$ cat src/rtl/mem_cfg.svh
`ifndef MEM_CFG_SVH
`define MEM_CFG_SVH

// memory bus widths
`define MEM_ADDR_W 64
`define MEM_DATA_W 64

// transaction tags with zero never handed out
`define MEM_TAG_W 4
`define NUM_TAGS 16

// pending requests per client queue
`define MISS_DEPTH 4

`endif

$ cat src/rtl/mem_pkg.sv
`include "mem_cfg.svh"

package mem_pkg;

  typedef enum logic [1:0] {
    BUS_NONE  = 2'h0,
    BUS_LOAD  = 2'h1,
    BUS_STORE = 2'h2
  } bus_cmd_e;

  typedef logic [`MEM_TAG_W-1:0] mem_tag_t; // 0 means no tag

  typedef enum logic {
    OWNER_I = 1'b0,
    OWNER_D = 1'b1
  } owner_e;

  // client strobes
  typedef struct packed {
    logic                   valid;
    logic [`MEM_ADDR_W-1:0] addr;
  } i_req_t;

  typedef struct packed {
    logic                   valid;
    bus_cmd_e               cmd;   // load or store
    logic [`MEM_ADDR_W-1:0] addr;
    logic [`MEM_DATA_W-1:0] data;  // store data only
  } d_req_t;

  // queued forms carry no valid bit
  typedef struct packed {
    logic [`MEM_ADDR_W-1:0] addr;
  } i_miss_t;

  typedef struct packed {
    bus_cmd_e               cmd;
    logic [`MEM_ADDR_W-1:0] addr;
    logic [`MEM_DATA_W-1:0] data;
  } d_miss_t;

  typedef struct packed {
    logic                   valid; // one-cycle pulse
    logic [`MEM_ADDR_W-1:0] addr;
    logic [`MEM_DATA_W-1:0] data;
  } mem_rsp_t;

endpackage

$ cat src/rtl/req_queue.sv
`include "mem_cfg.svh"

module req_queue #(
  parameter type payload_t = logic,
  parameter int  DEPTH     = `MISS_DEPTH
) (
  input  logic     clock,
  input  logic     rst,
  input  logic     push,
  input  payload_t push_data,
  input  logic     pop,
  output payload_t head,
  output logic     not_empty,
  output logic     full
);

  localparam int PTR_W = (DEPTH > 1) ? $clog2(DEPTH) : 1;
  localparam int CNT_W = $clog2(DEPTH + 1);

  payload_t         entries [DEPTH];
  logic [PTR_W-1:0] rd_ptr;
  logic [PTR_W-1:0] wr_ptr;
  logic [CNT_W-1:0] count;
  logic             do_push;
  logic             do_pop;

  assign do_push = push && !full;     // push while full is dropped
  assign do_pop  = pop && not_empty;

  assign head      = entries[rd_ptr];
  assign not_empty = (count != '0);
  assign full      = (count == CNT_W'(DEPTH));

  always_ff @(posedge clock) begin
    if (rst) begin
      rd_ptr <= '0;
      wr_ptr <= '0;
      count  <= '0;
    end else begin
      if (do_push) begin
        wr_ptr <= (wr_ptr == PTR_W'(DEPTH - 1)) ? '0 : wr_ptr + 1'b1;
      end
      if (do_pop) begin
        rd_ptr <= (rd_ptr == PTR_W'(DEPTH - 1)) ? '0 : rd_ptr + 1'b1;
      end
      // push and pop together leave count alone
      if (do_push && !do_pop) begin
        count <= count + 1'b1;
      end else if (do_pop && !do_push) begin
        count <= count - 1'b1;
      end
    end
  end

  // entry storage
  always_ff @(posedge clock) begin
    if (do_push) begin
      entries[wr_ptr] <= push_data;
    end
  end

endmodule

$ cat src/rtl/bus_arbiter.sv
`include "mem_cfg.svh"

module bus_arbiter (
  input  mem_pkg::i_miss_t         i_head,
  input  logic                     i_ready,
  input  mem_pkg::d_miss_t         d_head,
  input  logic                     d_ready,
  input  mem_pkg::mem_tag_t        mem2proc_response,
  output mem_pkg::bus_cmd_e        proc2mem_command,
  output logic [`MEM_ADDR_W-1:0]   proc2mem_addr,
  output logic [`MEM_DATA_W-1:0]   proc2mem_data,
  output logic                     i_pop,
  output logic                     d_pop,
  output logic                     alloc,
  output mem_pkg::mem_tag_t        alloc_tag,
  output mem_pkg::owner_e          alloc_owner,
  output logic [`MEM_ADDR_W-1:0]   alloc_addr
);

  import mem_pkg::*;

  logic accept;

  // data side always wins the bus when it has something queued
  always_comb begin
    proc2mem_command = BUS_NONE;
    proc2mem_addr    = '0;
    proc2mem_data    = '0;
    if (d_ready) begin
      proc2mem_command = d_head.cmd;
      proc2mem_addr    = d_head.addr;
      proc2mem_data    = d_head.data;
    end else if (i_ready) begin
      proc2mem_command = BUS_LOAD;   // fetches are always reads
      proc2mem_addr    = i_head.addr;
    end
  end

  // nonzero response tag means memory took it
  assign accept = (mem2proc_response != '0) && (proc2mem_command != BUS_NONE);

  assign d_pop = accept && d_ready;
  assign i_pop = accept && !d_ready;

  // stores return nothing, so only loads hold a tag
  assign alloc       = accept && (proc2mem_command == BUS_LOAD);
  assign alloc_tag   = mem2proc_response;
  assign alloc_owner = d_ready ? OWNER_D : OWNER_I;
  assign alloc_addr  = proc2mem_addr;

endmodule

$ cat src/rtl/tag_table.sv
`include "mem_cfg.svh"

module tag_table (
  input  logic                   clock,
  input  logic                   rst,
  input  logic                   alloc,
  input  mem_pkg::mem_tag_t      alloc_tag,
  input  mem_pkg::owner_e        alloc_owner,
  input  logic [`MEM_ADDR_W-1:0] alloc_addr,
  input  mem_pkg::mem_tag_t      mem2proc_tag,
  input  logic [`MEM_DATA_W-1:0] mem2proc_data,
  output mem_pkg::mem_rsp_t      i_rsp,
  output mem_pkg::mem_rsp_t      d_rsp
);

  import mem_pkg::*;

  logic [`NUM_TAGS-1:0]   entry_valid;
  owner_e                 entry_owner [`NUM_TAGS];
  logic [`MEM_ADDR_W-1:0] entry_addr  [`NUM_TAGS];
  logic                   hit;
  logic                   i_rsp_valid;
  logic                   d_rsp_valid;
  logic [`MEM_ADDR_W-1:0] rsp_addr;   // shared by both channels
  logic [`MEM_DATA_W-1:0] rsp_data;

  // tag zero and stale tags are ignored
  assign hit = (mem2proc_tag != '0) && entry_valid[mem2proc_tag];

  always_ff @(posedge clock) begin
    if (rst) begin
      entry_valid <= '0;
      i_rsp_valid <= 1'b0;
      d_rsp_valid <= 1'b0;
    end else begin
      i_rsp_valid <= hit && (entry_owner[mem2proc_tag] == OWNER_I);
      d_rsp_valid <= hit && (entry_owner[mem2proc_tag] == OWNER_D);
      if (hit) begin
        entry_valid[mem2proc_tag] <= 1'b0;
      end
      if (alloc) begin
        entry_valid[alloc_tag] <= 1'b1;  // reuse of a freed tag wins
      end
    end
  end

  always_ff @(posedge clock) begin
    if (alloc) begin
      entry_owner[alloc_tag] <= alloc_owner;
      entry_addr[alloc_tag]  <= alloc_addr;
    end
    if (hit) begin
      rsp_addr <= entry_addr[mem2proc_tag];
      rsp_data <= mem2proc_data;
    end
  end

  assign i_rsp = '{valid: i_rsp_valid, addr: rsp_addr, data: rsp_data};
  assign d_rsp = '{valid: d_rsp_valid, addr: rsp_addr, data: rsp_data};

endmodule

$ cat src/rtl/mem_port.sv
`include "mem_cfg.svh"

module mem_port (
  input  logic                   clock,
  input  logic                   rst,
  input  mem_pkg::i_req_t        i_req,
  input  mem_pkg::d_req_t        d_req,
  output logic                   i_full,
  output logic                   d_full,
  output mem_pkg::mem_rsp_t      i_rsp,
  output mem_pkg::mem_rsp_t      d_rsp,
  output mem_pkg::bus_cmd_e      proc2mem_command,
  output logic [`MEM_ADDR_W-1:0] proc2mem_addr,
  output logic [`MEM_DATA_W-1:0] proc2mem_data,
  input  mem_pkg::mem_tag_t      mem2proc_response,
  input  logic [`MEM_DATA_W-1:0] mem2proc_data,
  input  mem_pkg::mem_tag_t      mem2proc_tag
);

  import mem_pkg::*;

  i_miss_t                i_push_data;
  d_miss_t                d_push_data;
  i_miss_t                i_head;
  d_miss_t                d_head;
  logic                   i_ready;
  logic                   d_ready;
  logic                   i_pop;
  logic                   d_pop;
  logic                   alloc;
  mem_tag_t               alloc_tag;
  owner_e                 alloc_owner;
  logic [`MEM_ADDR_W-1:0] alloc_addr;

  // valid becomes the push strobe
  assign i_push_data = '{addr: i_req.addr};
  assign d_push_data = '{cmd: d_req.cmd, addr: d_req.addr, data: d_req.data};

  req_queue #(.payload_t(i_miss_t), .DEPTH(`MISS_DEPTH)) i_queue (
    .clock     (clock),
    .rst       (rst),
    .push      (i_req.valid),
    .push_data (i_push_data),
    .pop       (i_pop),
    .head      (i_head),
    .not_empty (i_ready),
    .full      (i_full)
  );

  req_queue #(.payload_t(d_miss_t), .DEPTH(`MISS_DEPTH)) d_queue (
    .clock     (clock),
    .rst       (rst),
    .push      (d_req.valid),
    .push_data (d_push_data),
    .pop       (d_pop),
    .head      (d_head),
    .not_empty (d_ready),
    .full      (d_full)
  );

  bus_arbiter arbiter (
    .i_head            (i_head),
    .i_ready           (i_ready),
    .d_head            (d_head),
    .d_ready           (d_ready),
    .mem2proc_response (mem2proc_response),
    .proc2mem_command  (proc2mem_command),
    .proc2mem_addr     (proc2mem_addr),
    .proc2mem_data     (proc2mem_data),
    .i_pop             (i_pop),
    .d_pop             (d_pop),
    .alloc             (alloc),
    .alloc_tag         (alloc_tag),
    .alloc_owner       (alloc_owner),
    .alloc_addr        (alloc_addr)
  );

  tag_table tags (
    .clock         (clock),
    .rst           (rst),
    .alloc         (alloc),
    .alloc_tag     (alloc_tag),
    .alloc_owner   (alloc_owner),
    .alloc_addr    (alloc_addr),
    .mem2proc_tag  (mem2proc_tag),
    .mem2proc_data (mem2proc_data),
    .i_rsp         (i_rsp),
    .d_rsp         (d_rsp)
  );

endmodule

$ cat config.mk
export PLATFORM = sky130hd
export DESIGN_NAME = mem_port
export DESIGN_NICKNAME = d
export VERILOG_FILES = /design/src/rtl/mem_pkg.sv /design/src/rtl/req_queue.sv /design/src/rtl/bus_arbiter.sv /design/src/rtl/tag_table.sv /design/src/rtl/mem_port.sv
export VERILOG_INCLUDE_DIRS = /design/src /design/src/rtl
export SDC_FILE = /design/constraint.sdc
export NUM_CORES = 2
export LEC_CHECK = 0
export ABC_AREA = 0
export BUFFER_PORTS_ARGS = -buffer_cell sky130_fd_sc_hd__buf_2
export CAP_MARGIN = 20
export CORE_ASPECT_RATIO = 1.5
export CORE_MARGIN = 5
export CORE_UTILIZATION = 55
export DETAILED_ROUTE_END_ITERATION = 10
export PLACE_DENSITY = 0.72
export SETUP_SLACK_MARGIN = 0.02
export SYNTH_ARGS = -nofsm -noshare
export SYNTH_HDL_FRONTEND = slang
export SYNTH_SLANG_ARGS = --single-unit
$ cat constraint.sdc
create_clock -name clock -period 13 [get_ports clock]
set_input_delay 3.25 -clock clock [delete_from_list [all_inputs] [get_ports clock]]
set_output_delay 3.25 -clock clock [all_outputs]
set_load 0.02 [all_outputs]
==> impl_metrics.csv <==
group,metric,value,unit
yosys,ys_types,38,
power_and_ir_drop,p_total,17.5,mW
die,dieWidth,310,µm
setup_path,critPathMostFrequentCell,"buf_4",
clock_tree,clock_latency,0.81,ns
yosys,yosysSeqAreaShare,0.793,
clock_tree,ctsResizeCount,0,
clock_tree,ctsHoldBuffers,0,
setup_path,cp_slowest_stage_delay,0.73,ns
yosys,netlist_instances,3058,
setup_path,reg2reg_depth,6,
power_and_ir_drop,ir_worst_vdd,184,µV
setup_path,cpMaxStageDelayCell,"dfxtp_4",
clock_tree,path_clk_slew,0.06,ns
sta,fin_skew,0.0245,ns
clock_tree,post_cts.repair.setup_buffers,0,
routing,ant_nets,0,
clock_tree,clock-sinks,1979,
global_routing,grt_pass1_wl,239,mm
final_layout,final_nets,4021,
yosys,async_reset_ff_frac,0,
place,dp_cells,5313,
clock_tree,clk_path_buf_depth,3,
power_and_ir_drop,seqPwrFrac,0.496,
hold_path,hold_depth,2,
power_and_ir_drop,leakagePower,28.2,nW
power_and_ir_drop,switching_share,0.283,
sta,min_period,7.40,ns
run,drv_cap,0,
routing,routed_via_density,6.05,
sta,relSlewSlack,0.228,
global_routing,grtUsageTotal,0.233,
setup_path,start_kind,"flop",
final_layout,final_layout_size_suffix_gt1_frac,0.393,
yosys,syn-cell-area,74500,µm²
final_layout,multi_input_area,14000,µm²
power_and_ir_drop,p_switching,4.95,mW
yosys,ys_top_cells_by_area,"edfxtp_1, mux4_2, buf_4, dfxtp_1, a22o_1",
power_and_ir_drop,combPwrFrac,0.207,
global_routing,antenna_found_initial,68,
sta,tns,0,ns
yosys,synth_edf_count,1944,
hold_path,hold_class,"reg2reg",
place,io_buffers,659,
die,die_h,461,µm
power_and_ir_drop,clkPwrFrac,0.297,
setup_path,crit_chain,"buf_4, buf_4, mux4_2, a22o_1, buf_2",
final_layout,fillers,8898,
place,gp_congestion,0.746,
global_routing,grt.overflow.total,0,
setup_path,endpoint_kind,"output port",
run_status,status,"complete, no violations",
yosys,ys_warn_count,0,
sta,tightest_slew,1.16,ns
sta,fmax,135,MHz
sta,final-max-slew-violation-count,0,
routing,drt-total-wl,166,mm
setup_path,path_class,"reg2out",
sta,post-route-period-util,0.569,
yosys,yosysTopAreaCell,"edfxtp_1",
clock_tree,ctsRootBufferMaster,"clkbuf_16",
die,top_level_ports,660,
global_routing,grt_max_degree,118,
die,die-area,143000,µm²
die,fp-row-count,165,
final_layout,final_cells,5671,
routing,wl_per_cell,29.3,µm
sta,rsz0062_at_grt,"no",
yosys,yosysTopAreaCellShare,0.784,
sta,setup_viol,0,
place,hpwl,93.8,mm
power_and_ir_drop,cellPowerDensity,206,nW/µm²
power_and_ir_drop,intPower,12.6,mW
yosys,synth.avg_cell_area,24.4,µm²
die,start_util,0.553,
setup_path,cp_data_arrival_time,4.15,ns
setup_path,crit_fanout,33,
routing,dr.first_iter.drc_count,3743,
yosys,synth.most_common_cell,"edfxtp_1",
yosys,ys.flop_type,"edfxtp_1",
die,core_area,135000,µm²
clock_tree,cts_made_buffers,175,
yosys,synth_commonest_cells,"edfxtp_1, mux4_2, buf_4",
routing,vias,34300,
setup_path,cp_data_required_time,9.75,ns
clock_tree,htree_levels,4,
clock_tree,tritoncts,"yes",
routing,drc,0,
final_layout,register_area,59100,µm²
sta,hold_viol,0,
yosys,synth_seq_cells,1979,
global_routing,grt_pass1_vias,35400,
routing,firstDrtPassIters,6,
final_layout,syn_to_final_growth,14.1,%
## critical path: cells and delay by family (launching register included)
kind	cells	cell delay (ns)
buffers and inverters	3	1.55
AO/OA/AOI/OAI	1	0.42
multiplexers	1	0.60
flip-flops	1	0.73
## flip-flops by register name (all words and copies together), names as in the netlist, named ones only
register and cells:
d_queue.entries 520, i_queue.entries 256, tags.entry_addr 1024, tags.entry_owner 16
tags.rsp_data 64, d_queue.rd_ptr 2, d_queue.wr_ptr 2, tags.rsp_addr 64
i_queue.rd_ptr 2, tags.d_rsp_valid 1, i_queue.count 3, tags.i_rsp_valid 1
d_queue.count 3, tags.entry_valid 15, i_queue.wr_ptr 2
## final cells by class
type / instances / share of cell area
timing repair buffer: 714 / 0.0441
clock inverter: 122 / 0.0140
multi-input combinational: 854 / 0.165
sequential: 1979 / 0.695
clock buffer: 203 / 0.0540
antenna: 33 / 0.000972
tap: 1753 / 0.0258
inverter: 13 / 0.000677
## through the flow
step                       util  hold slack, ns  setup WS [ns]  area (µm²)
final                     0.630           0.495           5.60       85000
after global routing      0.630           0.520           5.20       84900
after CTS                 0.630           0.491           5.33       84900
after detailed placement  0.587           0.482           5.93       79100
after global placement    0.587           0.462           5.96       79100
after floorplan               -           0.451           4.40       74700
## logic make-up after synthesis
group / after synthesis / synth area share
flip-flops: 1979 / 0.793
multiplexers: 535 / 0.160
buffers and inverters: 289 / 0.0232
AND/OR/NAND/NOR: 136 / 0.0106
AO/OA/AOI/OAI: 100 / 0.0103
adder cells (fa/ha/maj): 14 / 0.00255
XOR/XNOR: 4 / 0.000470
other: 1 / 0.0000503
## path summary, 6_finish.rpt
| path | startpoint | endpoint | slack (ns) |
|---|---|---|---|
| worst min register to register | tags.entry_valid[8] | tags.entry_valid[8] | 0.50 |
| worst min-delay path | tags.entry_valid[8] | tags.entry_valid[8] | 0.50 |
| worst max register to register | flop | tags.entry_addr[15][44] | 7.57 |
| worst max-delay path | flop | proc2mem_addr[48] | 5.60 |
## power groups by stage
stage	Combinational, mW	Sequential [mW]	Clock (mW)
floorplan	2.31	8.73	0
global placement	3.58	8.79	0
detailed placement	3.66	8.82	0
CTS	3.67	8.69	5.30
global route	3.89	8.73	5.59
finish	3.63	8.68	5.20
## cells in the final DEF, fill, tap and decap left out, types with 4 or more instances in the layout
cell        instances
and2_1             64
clkinv_2           38
diode_2            33
a21oi_1             6
mux4_2            522
dfxtp_1            31
clkinv_4            4
nand2b_1            8
buf_4              55
o211ai_1            4
and2_4              9
clkinvlp_4          4
nor2_4              9
inv_6               8
o21ai_0            16
clkinv_1           43
mux2i_1            11
a22o_1             64
nand4b_1            5
conb_1             65
dfxtp_4             4
nor2_1             15
inv_1               9
edfxtp_1         1944
ha_1               12
xor2_1              4
or3_1               5
clkbuf_1           23
buf_2             655
o22ai_1             7
clkbuf_16         180
nand2_1             6
bufinv_16          20
## per-layer routing
| layer | vias up | share of wire | global-route usage |
|---|---|---|---|
| li1 | 14200 | - | - |
| met2 | 1624 | 0.50 | 0.379 |
| met1 | 18100 | 0.38 | 0.319 |
| met4 | 58 | 0.017 | 0.0483 |
| met5 | - | 0.0022 | 0 |
| met3 | 256 | 0.099 | 0.0723 |
Note: power is estimated with default switching activity, not from simulation.
